$ cat config.mk
export PLATFORM = sky130hd
export DESIGN_NAME = id_stage
export DESIGN_NICKNAME = d
export VERILOG_FILES = /design/src/design/cpu_types_pkg.sv /design/src/design/decode_pkg.sv /design/src/design/id_stage.sv /design/src/design/issue_pack.sv /design/src/design/decode_lane.sv /design/src/design/id_type_i.sv /design/src/design/id_type_r.sv /design/src/design/fetch_unpack.sv
export VERILOG_INCLUDE_DIRS = /design/src /design/src/design
export SDC_FILE = /design/constraint.sdc
export NUM_CORES = 1
export LEC_CHECK = 0
export ABC_CLOCK_PERIOD_IN_PS = 3600
export BUFFER_PORTS_ARGS = -buffer_cell sky130_fd_sc_hd__buf_2
export CAP_MARGIN = 20
export CORE_UTILIZATION = 45
export CTS_BUF_LIST = sky130_fd_sc_hd__clkbuf_4 sky130_fd_sc_hd__clkbuf_8
export CTS_CLUSTER_SIZE = 30
export DETAILED_ROUTE_END_ITERATION = 8
export PLACE_DENSITY_LB_ADDON = 0.1
export RECOVER_POWER = 50
export SYNTH_ARGS = -nofsm -noshare
export SYNTH_HDL_FRONTEND = slang
export SYNTH_SLANG_ARGS = --single-unit
$ cat constraint.sdc
create_clock -name clk -period 3.6 [get_ports clk]
set_input_delay 0.36 -clock clk [delete_from_list [all_inputs] [get_ports clk]]
set_output_delay 0.36 -clock clk [all_outputs]
set_load 0.01 [all_outputs]
$ cat src/design/cpu_config.svh
`ifndef CPU_CONFIG_SVH
`define CPU_CONFIG_SVH

// decode lanes per fetch bundle
`define ISSUE_WIDTH 2

// data path and pc width
`define WORD_W 32

// architectural register number
`define REG_ADDR_W 5

// byte distance between consecutive slots
`define PC_STEP 4

`endif
$ cat src/design/cpu_types_pkg.sv
`include "cpu_config.svh"

package cpu_types_pkg;

	typedef logic [31:0]              Inst_t;     // raw instruction word
	typedef logic [`WORD_W-1:0]       Word_t;     // pc and immediates
	typedef logic [`REG_ADDR_W-1:0]   RegAddr_t;  // gpr number
	typedef logic                     Bit_t;

	// every operation either decoder can emit
	typedef enum logic [6:0] {
		// SPECIAL, SPECIAL2 and COP0 forms
		OP_NOP,
		OP_AND, OP_OR, OP_XOR, OP_NOR,
		OP_MFHI, OP_MTHI, OP_MFLO, OP_MTLO,
		OP_MOVN, OP_MOVZ,
		OP_JR, OP_JALR,
		OP_SLL, OP_SRL, OP_SRA, OP_SLLV, OP_SRLV, OP_SRAV,
		OP_ADD, OP_ADDU, OP_SUB, OP_SUBU,
		OP_MULT, OP_MULTU,
		OP_SLT, OP_SLTU,
		OP_TGE, OP_TGEU, OP_TLT, OP_TLTU, OP_TEQ, OP_TNE,
		OP_SYSCALL, OP_BREAK,
		OP_CLZ, OP_CLO,
		OP_MADD, OP_MADDU, OP_MSUB, OP_MSUBU,
		OP_MUL,
		OP_MFC0, OP_MTC0, OP_ERET,
		// immediate ALU
		OP_ADDI, OP_ADDIU, OP_SLTI, OP_SLTIU,
		OP_ANDI, OP_ORI, OP_XORI, OP_LUI,
		// memory
		OP_LB, OP_LBU, OP_LH, OP_LHU, OP_LW,
		OP_SB, OP_SH, OP_SW,
		// branch and jump
		OP_BEQ, OP_BNE, OP_BLEZ, OP_BGTZ,
		OP_BLTZ, OP_BGEZ,
		OP_J, OP_JAL,
		OP_INVALID
	} Oper_t;

endpackage

$ cat src/design/decode_pkg.sv
`include "cpu_config.svh"

package decode_pkg;
	import cpu_types_pkg::*;

	typedef logic [$clog2(`ISSUE_WIDTH + 1)-1:0] Count_t;  // valid slots in a bundle

	typedef struct packed {
		Word_t                     pc;     // pc of slot 0
		Inst_t [`ISSUE_WIDTH-1:0]  inst;
		Count_t                    count;  // 1 to ISSUE_WIDTH
	} fetch_bundle_t;

	typedef struct packed {
		Bit_t   valid;
		Word_t  pc;
		Inst_t  inst;
	} fetch_slot_t;

	typedef struct packed {
		Bit_t      valid;
		Word_t     pc;
		Oper_t     op;
		RegAddr_t  raddr1;
		RegAddr_t  raddr2;
		RegAddr_t  waddr;
		Bit_t      we;
		Word_t     imm;
	} decoded_t;

	typedef struct packed {
		decoded_t [`ISSUE_WIDTH-1:0]  lane;
		logic [`ISSUE_WIDTH-1:0]      raw_dep;  // reads an older lane's result
		Bit_t                         exc_valid;
		Word_t                        exc_pc;
	} issue_bundle_t;

endpackage

$ cat src/design/id_stage.sv
`include "cpu_config.svh"

module id_stage (
	input  logic                       clk,
	input  logic                       rst_n,
	input  decode_pkg::fetch_bundle_t  fetch,
	input  cpu_types_pkg::Bit_t        fetch_valid,
	output decode_pkg::issue_bundle_t  issue,
	output cpu_types_pkg::Bit_t        issue_valid
);
	import decode_pkg::*;

	fetch_slot_t [`ISSUE_WIDTH-1:0]  slot;
	decoded_t    [`ISSUE_WIDTH-1:0]  dec;

	fetch_unpack fetch_unpack_inst (
		.clk         (clk),
		.rst_n       (rst_n),
		.fetch       (fetch),
		.fetch_valid (fetch_valid),
		.slot        (slot)
	);

	for (genvar k = 0; k < `ISSUE_WIDTH; k++)
	begin : g_lane
		decode_lane decode_lane_inst (
			.clk   (clk),
			.rst_n (rst_n),
			.slot  (slot[k]),
			.dec   (dec[k])
		);
	end

	issue_pack issue_pack_inst (
		.clk         (clk),
		.rst_n       (rst_n),
		.dec         (dec),
		.issue       (issue),
		.issue_valid (issue_valid)
	);

endmodule

$ cat src/design/issue_pack.sv
`include "cpu_config.svh"

module issue_pack (
	input  logic                                     clk,
	input  logic                                     rst_n,
	input  decode_pkg::decoded_t [`ISSUE_WIDTH-1:0]  dec,
	output decode_pkg::issue_bundle_t                issue,
	output cpu_types_pkg::Bit_t                      issue_valid
);
	import cpu_types_pkg::*;
	import decode_pkg::*;

	issue_bundle_t  issue_next;
	Bit_t           hit;  // an older lane already faulted

	always_comb
	begin
		issue_next = '0;
		hit        = 1'b0;
		for (int k = 0; k < `ISSUE_WIDTH; k++)
		begin
			issue_next.lane[k] = dec[k];
			if (hit)
				issue_next.lane[k].valid = 1'b0;  // squashed
			else if (dec[k].valid && dec[k].op == OP_INVALID)
			begin
				hit                  = 1'b1;
				issue_next.exc_valid = 1'b1;
				issue_next.exc_pc    = dec[k].pc;
			end
		end
		// raw check only between surviving lanes
		for (int k = 1; k < `ISSUE_WIDTH; k++)
		begin
			for (int j = 0; j < `ISSUE_WIDTH; j++)
			begin
				if (j < k && issue_next.lane[j].valid && issue_next.lane[k].valid &&
					issue_next.lane[j].we && issue_next.lane[j].waddr != '0 &&
					(issue_next.lane[j].waddr == issue_next.lane[k].raddr1 ||
					issue_next.lane[j].waddr == issue_next.lane[k].raddr2))
					issue_next.raw_dep[k] = 1'b1;
			end
		end
	end

	always_ff @(posedge clk or negedge rst_n)
	begin
		if (!rst_n)
		begin
			issue       <= '0;
			issue_valid <= 1'b0;
		end
		else
		begin
			issue       <= issue_next;
			issue_valid <= dec[0].valid;  // lane 0 always present
		end
	end

	exc_needs_issue: assert property (@(posedge clk) disable iff (!rst_n)
		issue.exc_valid |-> issue_valid);

endmodule

$ cat src/design/decode_lane.sv
module decode_lane (
	input  logic                     clk,
	input  logic                     rst_n,
	input  decode_pkg::fetch_slot_t  slot,
	output decode_pkg::decoded_t     dec
);
	import cpu_types_pkg::*;
	import decode_pkg::*;

	logic [5:0]  opcode;
	Bit_t        is_r;
	RegAddr_t    r_raddr1, r_raddr2, r_waddr;
	RegAddr_t    i_raddr1, i_raddr2, i_waddr;
	Bit_t        r_we, i_we;
	Oper_t       r_op, i_op;
	Word_t       i_imm;
	decoded_t    dec_next;

	assign opcode = slot.inst[31:26];
	// SPECIAL, SPECIAL2, COP0
	assign is_r = (opcode == 6'b000000) || (opcode == 6'b011100) || (opcode == 6'b010000);

	id_type_r id_type_r_inst (
		.opcode     (opcode),
		.inst       (slot.inst),
		.reg_raddr1 (r_raddr1),
		.reg_raddr2 (r_raddr2),
		.reg_waddr  (r_waddr),
		.reg_we     (r_we),
		.op         (r_op)
	);

	id_type_i id_type_i_inst (
		.opcode     (opcode),
		.inst       (slot.inst),
		.reg_raddr1 (i_raddr1),
		.reg_raddr2 (i_raddr2),
		.reg_waddr  (i_waddr),
		.reg_we     (i_we),
		.op         (i_op),
		.imm        (i_imm)
	);

	always_comb
	begin
		dec_next.valid  = slot.valid;
		dec_next.pc     = slot.pc;
		dec_next.op     = is_r ? r_op : i_op;
		dec_next.raddr1 = is_r ? r_raddr1 : i_raddr1;
		dec_next.raddr2 = is_r ? r_raddr2 : i_raddr2;
		dec_next.waddr  = is_r ? r_waddr : i_waddr;
		dec_next.imm    = is_r ? '0 : i_imm;
		dec_next.we     = (is_r ? r_we : i_we) && (dec_next.op != OP_INVALID);
	end

	always_ff @(posedge clk or negedge rst_n)
	begin
		if (!rst_n)
			dec <= '0;
		else
			dec <= dec_next;
	end

	// i decoder keeps an unknown opcode from writing on its own
	no_write_on_invalid: assert property (@(posedge clk) disable iff (!rst_n)
		(slot.valid && !is_r) |-> !(i_we && i_op == OP_INVALID));

endmodule

$ cat src/design/id_type_i.sv
`include "cpu_config.svh"

module id_type_i (
	input  logic [5:0]               opcode,
	input  cpu_types_pkg::Inst_t     inst,
	output cpu_types_pkg::RegAddr_t  reg_raddr1,
	output cpu_types_pkg::RegAddr_t  reg_raddr2,
	output cpu_types_pkg::RegAddr_t  reg_waddr,
	output cpu_types_pkg::Bit_t      reg_we,
	output cpu_types_pkg::Oper_t     op,
	output cpu_types_pkg::Word_t     imm
);
	import cpu_types_pkg::*;

	RegAddr_t  rs;
	RegAddr_t  rt;
	Word_t     simm;
	Word_t     zimm;
	Word_t     jimm;

	assign rs   = inst[25:21];
	assign rt   = inst[20:16];
	assign simm = {{(`WORD_W-16){inst[15]}}, inst[15:0]};
	assign zimm = Word_t'(inst[15:0]);
	assign jimm = Word_t'(inst[25:0]);  // target field, unshifted

	always_comb
	begin
		op = OP_INVALID;
		case (opcode)
			6'b001000: op = OP_ADDI;
			6'b001001: op = OP_ADDIU;
			6'b001010: op = OP_SLTI;
			6'b001011: op = OP_SLTIU;
			6'b001100: op = OP_ANDI;
			6'b001101: op = OP_ORI;
			6'b001110: op = OP_XORI;
			6'b001111: op = OP_LUI;
			6'b100000: op = OP_LB;
			6'b100100: op = OP_LBU;
			6'b100001: op = OP_LH;
			6'b100101: op = OP_LHU;
			6'b100011: op = OP_LW;
			6'b101000: op = OP_SB;
			6'b101001: op = OP_SH;
			6'b101011: op = OP_SW;
			6'b000100: op = OP_BEQ;
			6'b000101: op = OP_BNE;
			6'b000110: op = OP_BLEZ;
			6'b000111: op = OP_BGTZ;
			6'b000001:  // REGIMM, link forms not handled
			begin
				if (rt == 5'b00000)
					op = OP_BLTZ;
				else if (rt == 5'b00001)
					op = OP_BGEZ;
			end
			6'b000010: op = OP_J;
			6'b000011: op = OP_JAL;
			default:   op = OP_INVALID;
		endcase
	end

	always_comb
	begin
		reg_raddr1 = rs;
		reg_raddr2 = '0;
		reg_waddr  = rt;  // loads and alu-imm write rt
		reg_we     = 1'b1;
		imm        = simm;
		case (op)
			OP_ANDI, OP_ORI, OP_XORI:
				imm = zimm;
			OP_LUI:
			begin
				reg_raddr1 = '0;
				imm        = Word_t'({inst[15:0], 16'b0});
			end
			OP_SB, OP_SH, OP_SW, OP_BEQ, OP_BNE, OP_BLEZ, OP_BGTZ:
			begin
				reg_raddr2 = rt;
				reg_we     = 1'b0;
			end
			OP_BLTZ, OP_BGEZ, OP_INVALID:
				reg_we = 1'b0;
			OP_J:
			begin
				reg_raddr1 = '0;
				reg_we     = 1'b0;
				imm        = jimm;
			end
			OP_JAL:
			begin
				reg_raddr1 = '0;
				reg_waddr  = RegAddr_t'(31);  // ra
				imm        = jimm;
			end
			default: ;
		endcase
		if (!reg_we)
			reg_waddr = '0;
	end

endmodule

$ cat src/design/id_type_r.sv
module id_type_r (
	input  logic [5:0]               opcode,
	input  cpu_types_pkg::Inst_t     inst,
	output cpu_types_pkg::RegAddr_t  reg_raddr1,
	output cpu_types_pkg::RegAddr_t  reg_raddr2,
	output cpu_types_pkg::RegAddr_t  reg_waddr,
	output cpu_types_pkg::Bit_t      reg_we,
	output cpu_types_pkg::Oper_t     op
);
	import cpu_types_pkg::*;

	RegAddr_t    rs;
	RegAddr_t    rt;
	RegAddr_t    rd;
	logic [5:0]  funct;

	assign rs    = inst[25:21];
	assign rt    = inst[20:16];
	assign rd    = inst[15:11];
	assign funct = inst[5:0];

	function automatic Oper_t special_op(input logic [5:0] f);
		case (f)
			6'b100100: return OP_AND;
			6'b100101: return OP_OR;
			6'b100110: return OP_XOR;
			6'b100111: return OP_NOR;
			6'b010000: return OP_MFHI;
			6'b010001: return OP_MTHI;
			6'b010010: return OP_MFLO;
			6'b010011: return OP_MTLO;
			6'b001011: return OP_MOVN;
			6'b001010: return OP_MOVZ;
			6'b001000: return OP_JR;
			6'b001001: return OP_JALR;
			6'b000000: return OP_SLL;
			6'b000010: return OP_SRL;
			6'b000011: return OP_SRA;
			6'b000100: return OP_SLLV;
			6'b000110: return OP_SRLV;
			6'b000111: return OP_SRAV;
			6'b100000: return OP_ADD;
			6'b100001: return OP_ADDU;
			6'b100010: return OP_SUB;
			6'b100011: return OP_SUBU;
			6'b011000: return OP_MULT;
			6'b011001: return OP_MULTU;
			6'b101010: return OP_SLT;
			6'b101011: return OP_SLTU;
			6'b110000: return OP_TGE;
			6'b110001: return OP_TGEU;
			6'b110010: return OP_TLT;
			6'b110011: return OP_TLTU;
			6'b110100: return OP_TEQ;
			6'b110110: return OP_TNE;
			6'b001100: return OP_SYSCALL;
			6'b001101: return OP_BREAK;
			6'b001111: return OP_NOP;  // sync
			default:   return OP_INVALID;
		endcase
	endfunction

	always_comb
	begin
		op = OP_INVALID;
		case (opcode)
			6'b000000: op = (inst == '0) ? OP_NOP : special_op(funct);
			6'b011100:  // SPECIAL2
				case (funct)
					6'b100000: op = OP_CLZ;
					6'b100001: op = OP_CLO;
					6'b000000: op = OP_MADD;
					6'b000001: op = OP_MADDU;
					6'b000100: op = OP_MSUB;
					6'b000101: op = OP_MSUBU;
					6'b000010: op = OP_MUL;
					default:   op = OP_INVALID;
				endcase
			6'b010000:  // COP0, selected by rs
				case (rs)
					5'b00000: op = OP_MFC0;
					5'b00100: op = OP_MTC0;
					5'b10000: op = (funct == 6'b011000) ? OP_ERET : OP_INVALID;
					default:  op = OP_INVALID;
				endcase
			default: op = OP_INVALID;
		endcase
	end

	// register usage follows the operation
	always_comb
	begin
		reg_raddr1 = rs;
		reg_raddr2 = rt;
		reg_waddr  = rd;
		reg_we     = 1'b1;
		case (op)
			OP_NOP, OP_SYSCALL, OP_BREAK:
			begin
				reg_raddr1 = '0;
				reg_raddr2 = '0;
				reg_we     = 1'b0;
			end
			OP_MTHI, OP_MTLO, OP_JR, OP_MULT, OP_MULTU,
			OP_MADD, OP_MADDU, OP_MSUB, OP_MSUBU,
			OP_TGE, OP_TGEU, OP_TLT, OP_TLTU, OP_TEQ, OP_TNE:
				reg_we = 1'b0;  // hi/lo or trap only
			OP_CLZ, OP_CLO:
				reg_raddr2 = '0;
			OP_MFC0:
			begin
				reg_raddr1 = '0;
				reg_raddr2 = '0;
				reg_waddr  = rt;
			end
			OP_MTC0, OP_ERET:
			begin
				reg_raddr1 = '0;
				reg_we     = 1'b0;
			end
			default: ;
		endcase
		if (!reg_we)
			reg_waddr = '0;
	end

endmodule

$ cat src/design/fetch_unpack.sv
`include "cpu_config.svh"

module fetch_unpack (
	input  logic                                        clk,
	input  logic                                        rst_n,
	input  decode_pkg::fetch_bundle_t                   fetch,
	input  cpu_types_pkg::Bit_t                         fetch_valid,
	output decode_pkg::fetch_slot_t [`ISSUE_WIDTH-1:0]  slot
);
	import cpu_types_pkg::*;
	import decode_pkg::*;

	fetch_bundle_t  bundle_q;
	Bit_t           valid_q;

	always_ff @(posedge clk or negedge rst_n)
	begin
		if (!rst_n)
			valid_q <= 1'b0;
		else
			valid_q <= fetch_valid;
	end

	always_ff @(posedge clk)
	begin
		if (fetch_valid)
			bundle_q <= fetch;  // held until the next strobe
	end

	always_comb
	begin
		for (int k = 0; k < `ISSUE_WIDTH; k++)
		begin
			slot[k].valid = valid_q && (k < bundle_q.count);
			slot[k].pc    = bundle_q.pc + Word_t'(k * `PC_STEP);
			slot[k].inst  = bundle_q.inst[k];
		end
	end

	// fetch must never hand over an empty or oversized bundle
	count_in_range: assert property (@(posedge clk) disable iff (!rst_n)
		fetch_valid |-> (fetch.count != '0 && fetch.count <= `ISSUE_WIDTH));

endmodule

# --- After elaboration in Yosys (flattened, before gate mapping) ---
# Memories as Yosys holds them, arrays and structs flattened. A register that Yosys moved wholly into a read port is not among the register bits.
# Index checks and enable logic that the tools add are counted.
totals:
  romBits: 896
  memories: 2
  ff_bits: 485
  output_inout_bits: 212
classes:
  n_mux: 58
  magnitude_cmp: 2
  addsub: 1
  n_eq_ne: 152
  reduce_logical: 44
memory_table:
  columns: ["name", "words", "word_bits", "rd", "rd_clocked_by_memory_dff", "write_ports", "line_no", "rtl"]
  rows:
  - ["(name not given)", 64, 7, 1, 1, 0, "id_type_r.sv:23", "case (f)"]
  - ["(name not given)", 64, 7, 1, 1, 0, "id_type_r.sv:23", null]
op_table:
  columns: ["op", "n"]
  rows:
  - ["7-bit one-hot mux with 23 select lines", 2]
  - ["7-bit by 6-bit == test with 1-bit output (second input constant)", 44]
  - ["32-bit one-hot mux with 3 select lines", 2]
  - ["6-bit == test (second input constant)", 20]
  - ["5-bit 2-to-1 mux", 22]
  - ["33-bit 2-to-1 mux", 3]
  - ["7-bit by 5-bit == test with 1-bit output (second input constant)", 14]
  - ["7-bit == test (second input constant)", 14]
  - ["7-bit one-hot mux with 7 select lines", 2]
  - ["6-bit by 4-bit == test with 1-bit output (second input constant)", 16]
  - ["7-bit one-hot mux with 3 select lines", 4]
  - ["6-bit by 3-bit == test with 1-bit output (second input constant)", 12]
  - ["32-bit logical NOT", 2]
  - ["32-bit 2-to-1 mux", 2]
  - ["7-bit 2-to-1 mux", 6]
  - ["20-bit OR reduction", 2]
  - ["6-bit by 2-bit == test with 1-bit output (second input constant)", 6]
  - ["6-bit by 5-bit == test with 1-bit output (second input constant)", 6]
  - ["32-bit by 3-bit adder with 32-bit output (second input constant)", 1]
  - ["7-bit by 4-bit == test with 1-bit output (second input constant)", 4]
  - ["6-bit by 1-bit == test with 1-bit output (second input constant)", 4]
  - ["6-bit logical NOT", 4]
  - ["6-bit OR reduction", 4]
  - ["11-bit OR reduction", 2]
  - ["18 further kinds", 59]

# --- Logic depth before layout (Yosys ltp) ---
logic_depth:
  ltp_word: 9
  depth_mapped: 11

# --- Cells and area by module ---
# A second synthesis with hierarchy kept.
hier_totals:
  hier_cells: 1567
  hier_area_um2: 20524.7
modules_own_cells:
  columns: ["module", "cells_per_inst", "instances", "seq_area_each_um2", "area_each_um2"]
  rows:
  - ["issue_pack", 277, 1, 5255.0, 5793.1]
  - ["decode_lane", 156, 2, 2202.1, 2855.2]
  - ["fetch_unpack", 280, 1, 2967.8, 4289.1]
  - ["id_type_i", 145, 2, 0.0, 959.7]
  - ["id_type_r at g_lane[1].decode_lane_inst.id_type_r_inst", 207, 1, 0.0, 1453.9]
  - ["id_type_r at g_lane[0].decode_lane_inst.id_type_r_inst", 201, 1, 0.0, 1358.8]

# --- Least setup slack after synthesis ---
# OpenSTA, ideal clock, no wires.
synth_timing:
  path_type: "reg2reg"
  from: "reg fetch_unpack_inst.bundle_q, in the netlist fetch_unpack_inst.slot[67]"
  to: "reg, netlist name g_lane[1].decode_lane_inst.dec[35]"
  synth_period_minus_slack_ns: 2.913
  required_time_ns: 3.474
  arrival_ns: 2.787
  setup_time_ns: 0.126
  stages_incl_launch_ff: 9
  n_path_buf: 0
  path_slack_ns: 0.687
  cell_sequence: "edfxtp_1 > or4_4 > o31ai_4 > a21boi_2 > or3_1 > or2_1 > o41ai_2 > nor4_2 > a221o_1"
synth_lines:
  columns: ["item", "line_no", "rtl"]
  rows:
  - ["from (decl)", "fetch_unpack.sv:13", "fetch_bundle_t bundle_q;"]
  - ["from (signal assigned)", "fetch_unpack.sv:27", "bundle_q <= fetch;"]

==> run_results.csv <==
group,metric,value,unit
yosys,synth_edf_count,98,
yosys,synth_async_sr_flop_share,77.4,%
final_layout,fin_util,59.2,%
clock_tree,cts_setup_buffers,0,
final_layout,drive_above_1_share,27.9,%
pwr,power_frac_comb,11.8,%
yosys,post-synth-top-count-cell,"dfrtp_1",
detailed_routing,drc,0,
die,die_w,204,um
timing,fin_setup_tns,0,ns
placement,place.gp.congestion,0.869,
worst_setup_path,crit_required,4.10,ns
detailed_routing,drt-total-wl,48900,um
pwr,pwr_density_cell,556,nW/um2
global_route,antenna_found_initial,1,
worst_setup_path,cp_top_family,"compound AO/OA/AOI/OAI gates",
yosys,netlist-cell-type-count,87,
timing,rsz0062_at_grt,"no",
yosys,yosysWarnings,0,
worst_hold_path,min_to,"issue_pack_inst.issue[158]$_DFF_PN0_",
worst_setup_path,slowest_stage,"o311ai_1",
timing,maxSlewHeadroom,-69.9,%
yosys,avgSynthCellArea,13.3,um2
yosys,ys.flop_type,"dfrtp_1",
timing,finalCriticalPeriod,3.22,ns
detailed_routing,vias_per_cell,5.24,
yosys,yosysTopAreaCell,"dfrtp_1",
die,initial_core_util,45.9,%
die,std_cell_rows,73,
die,dieArea,41500,um2
die,chipHeight,204,um
yosys,yosysSeqAreaShare,69.9,%
clock_tree,cts_made_buffers,80,
clock_tree,clk_pin_slew_worst_paths,0.06,ns
global_route,grt_overflow,0,
worst_setup_path,crit_path_end_kind,"register",
worst_setup_path,rr_startpoint,"fetch_unpack_inst.slot[91]$_DFFE_PP_",
clock_tree,numClockSinks,495,
clock_tree,insertion_delay,0.63,ns
detailed_routing,first_pass_iters,5,
placement,dpl_cell_area,21000,um2
worst_hold_path,min_from,"g_lane[1].decode_lane_inst.dec[35]$_DFF_PN0_",
run,drv_cap,3,
pwr,vdd.ir_drop.worst,0.270,mV
status,status,"finished, violations left",
timing,fin_crit_sh,89.6,%
pwr,power_frac_seq,50.0,%
worst_setup_path,critical_path_class,"register to register",
yosys,ys_top_cells_by_area,"dfrtp_1 52%, edfxtp_1 16%, a21oi_1 2.4%",
worst_hold_path,whs_path_depth,0,
worst_setup_path,arrival,3.73,ns
worst_setup_path,r2r_slack,0.38,ns
pwr,p_int,9.80,mW
yosys,synth_nets,1492,
clock_tree,clockBufferDepth,3,
clock_tree,cts_max_level,3,
global_route,track_usage,23.9,%
yosys,ys_seq_elements,495,
final_layout,areaGrowthSynthToFinish,28.9,%
timing,worst_hold_slack,0.343,ns
detailed_routing,num_vias,12957,
clock_tree,cts-root-buf,"clkbuf_8",
status,violations,"capacitance limit, slew limit",
worst_setup_path,start_kind,"register",
pwr,leakagePower,10.5,nW
timing,hold_viol,0,
worst_hold_path,hold_class,"register to register",
worst_setup_path,crit_path_cell_trace,"nor4b_2 -> nand3_1 -> o311ai_1 -> a21oi_1 -> a2111oi_4 -> nor4_2 -> a221o_1",
placement,placedCellCount,2225,
detailed_routing,wl_per_cell,19.8,um
worst_setup_path,cp_max_fo,7,
yosys,synth_top_area_share,52.3,%
clock_tree,cts_tree,"built",
yosys,synth_common_cells,"383 x dfrtp_1, 98 x edfxtp_1, 87 x a21oi_1, 81 x nand2_1, 65 x nor2_1",
timing,max_freq,0.310,GHz
global_route,grt_max_degree,104,
global_route,grt_pass1_wl,75000,um
pwr,swShare,25.4,%
yosys,synthCells,1374,
timing,worstMarginPinSlew,2.55,ns
pwr,p_switching,3.34,mW
detailed_routing,ant_nets,0,
worst_setup_path,worst_path_largest_cell_delay,0.94,ns
worst_setup_path,r2r-end,"g_lane[1].decode_lane_inst.dec[33]$_DFF_PN0_",
die,core_region_area,39900,um2
final_layout,stdcell_count,2473,
timing,setup_viol,0,
detailed_routing,drt_iter0_markers,741,
placement,portBuffers,311,
timing,slew_viol_final,191,
final_layout,fin_nets,1999,
global_route,grt_pass1_vias,12861,
pwr,clkPwrFrac,38.3,%
worst_setup_path,worstRegToRegCells,7,
worst_setup_path,path_buf_inv,0,
placement,dp_hpwl,35200,um
final_layout,final_area,23600,um2
yosys,synth_area,18300,um2
timing,fin_skew,0.0171,ns
die,ios,313,
layout by cell type (no fill, tap or decap), drive strengths merged, types with 13 or more instances in the layout:
cell type,n
nor2,66
edfxtp,98
a31oi,15
nor3,42
and2,51
a22o,33
dfxtp,14
ha,17
inv,20
mux2i,16
xnor2,35
dlygate4sd3,99
nand2,81
and3,17
buf,355
a22oi,25
a21oi,87
dfrtp,383
nand3,45
clkbuf,168
o21ai,47
nand4,13
nor4,16
what timing repair did:
action / 4_1_cts / 5_1_grt
endpoints found under the hold margin: 196 / 0
endpoints found under the setup margin: 0 / 0
hold buffers: 99 / 0
gates resized for setup: 0 / 0
cell families (layout without fill, tap and decap cells):
| family | Yosys count | in the layout | share of synthesized area, % |
|---|---|---|---|
| adder cells (fa/ha/maj) | 17 | 17 | 1.16 |
| multiplexers | 23 | 23 | 1.30 |
| flip-flops | 495 | 495 | 69.9 |
| AO/OA/AOI/OAI | 313 | 313 | 12.0 |
| XOR/XNOR | 46 | 46 | 2.20 |
| other | 1 | 3 | 0.0205 |
| buffers and inverters | 82 | 654 | 1.79 |
| AND/OR/NAND/NOR | 397 | 397 | 11.6 |
flip-flops by register name, summed over array words and instances, names as in the netlist, named ones only:
name                         flops
issue_pack_inst.issue          208
g_lane.decode_lane_inst.dec    174
fetch_unpack_inst.bundle_q      34
fetch_unpack_inst.slot          64
fetch_unpack_inst.valid_q        1
layout make-up:
| class | count | area, um2 |
|---|---|---|
| Sequential cell | 495 | 12800 |
| Multi-Input combinational cell | 797 | 5210 |
| Clock buffer | 133 | 1590 |
| Antenna cell | 2 | 5.00 |
| Inverter | 18 | 67.6 |
| Timing Repair Buffer | 489 | 3150 |
| Tap cell | 525 | 657 |
| Fill cell | 3284 | 16300 |
| Clock inverter | 14 | 141 |
power groups by stage:
stage	clock network, mW	registers [mW]	logic, mW
2_1_floorplan	0	6.69	0.628
3_3_place_gp	0	6.66	1.47
3_5_place_dp	0	6.67	1.47
4_1_cts	5.16	6.57	1.56
5_1_grt	5.43	6.62	1.69
6_report	5.03	6.57	1.55
through the flow:
step | total power, mW | worst slack, ns
3_5_place_dp | 8.14 | 0.332
3_3_place_gp | 8.13 | 0.411
4_1_cts | 13.3 | 0.331
2_1_floorplan | 7.32 | 0.687
5_1_grt | 13.7 | 0.0936
6_report | 13.1 | 0.375
routing by layer:
layer	vias up	track usage [%]	routed length, um
li1	6031	-	-
met1	6370	33.4	21800
met2	487	37.1	22700
met3	69	4.46	3020
met4	0	9.45	1350
met5	-	0	0
worst max-delay path by stage:
stage	start	endpoint	slack (ns)	cells past startpoint
after floorplan	fetch_unpack_inst.slot[67]$_DFFE_PP_	g_lane[1].decode_lane_inst.dec[37]$_DFF_PN0_	0.69	8
after global routing	fetch_unpack_inst.slot[91]$_DFFE_PP_	g_lane[1].decode_lane_inst.dec[36]$_DFF_PN0_	0.09	7
final	fetch_unpack_inst.slot[91]$_DFFE_PP_	g_lane[1].decode_lane_inst.dec[33]$_DFF_PN0_	0.38	7
after detailed placement	fetch_unpack_inst.slot[92]$_DFFE_PP_	g_lane[1].decode_lane_inst.dec[33]$_DFF_PN0_	0.33	7
after global placement	fetch_unpack_inst.slot[91]$_DFFE_PP_	g_lane[1].decode_lane_inst.dec[34]$_DFF_PN0_	0.41	7
after CTS	fetch_unpack_inst.slot[91]$_DFFE_PP_	g_lane[1].decode_lane_inst.dec[33]$_DFF_PN0_	0.33	7
Power figures use the tool's default switching activity.
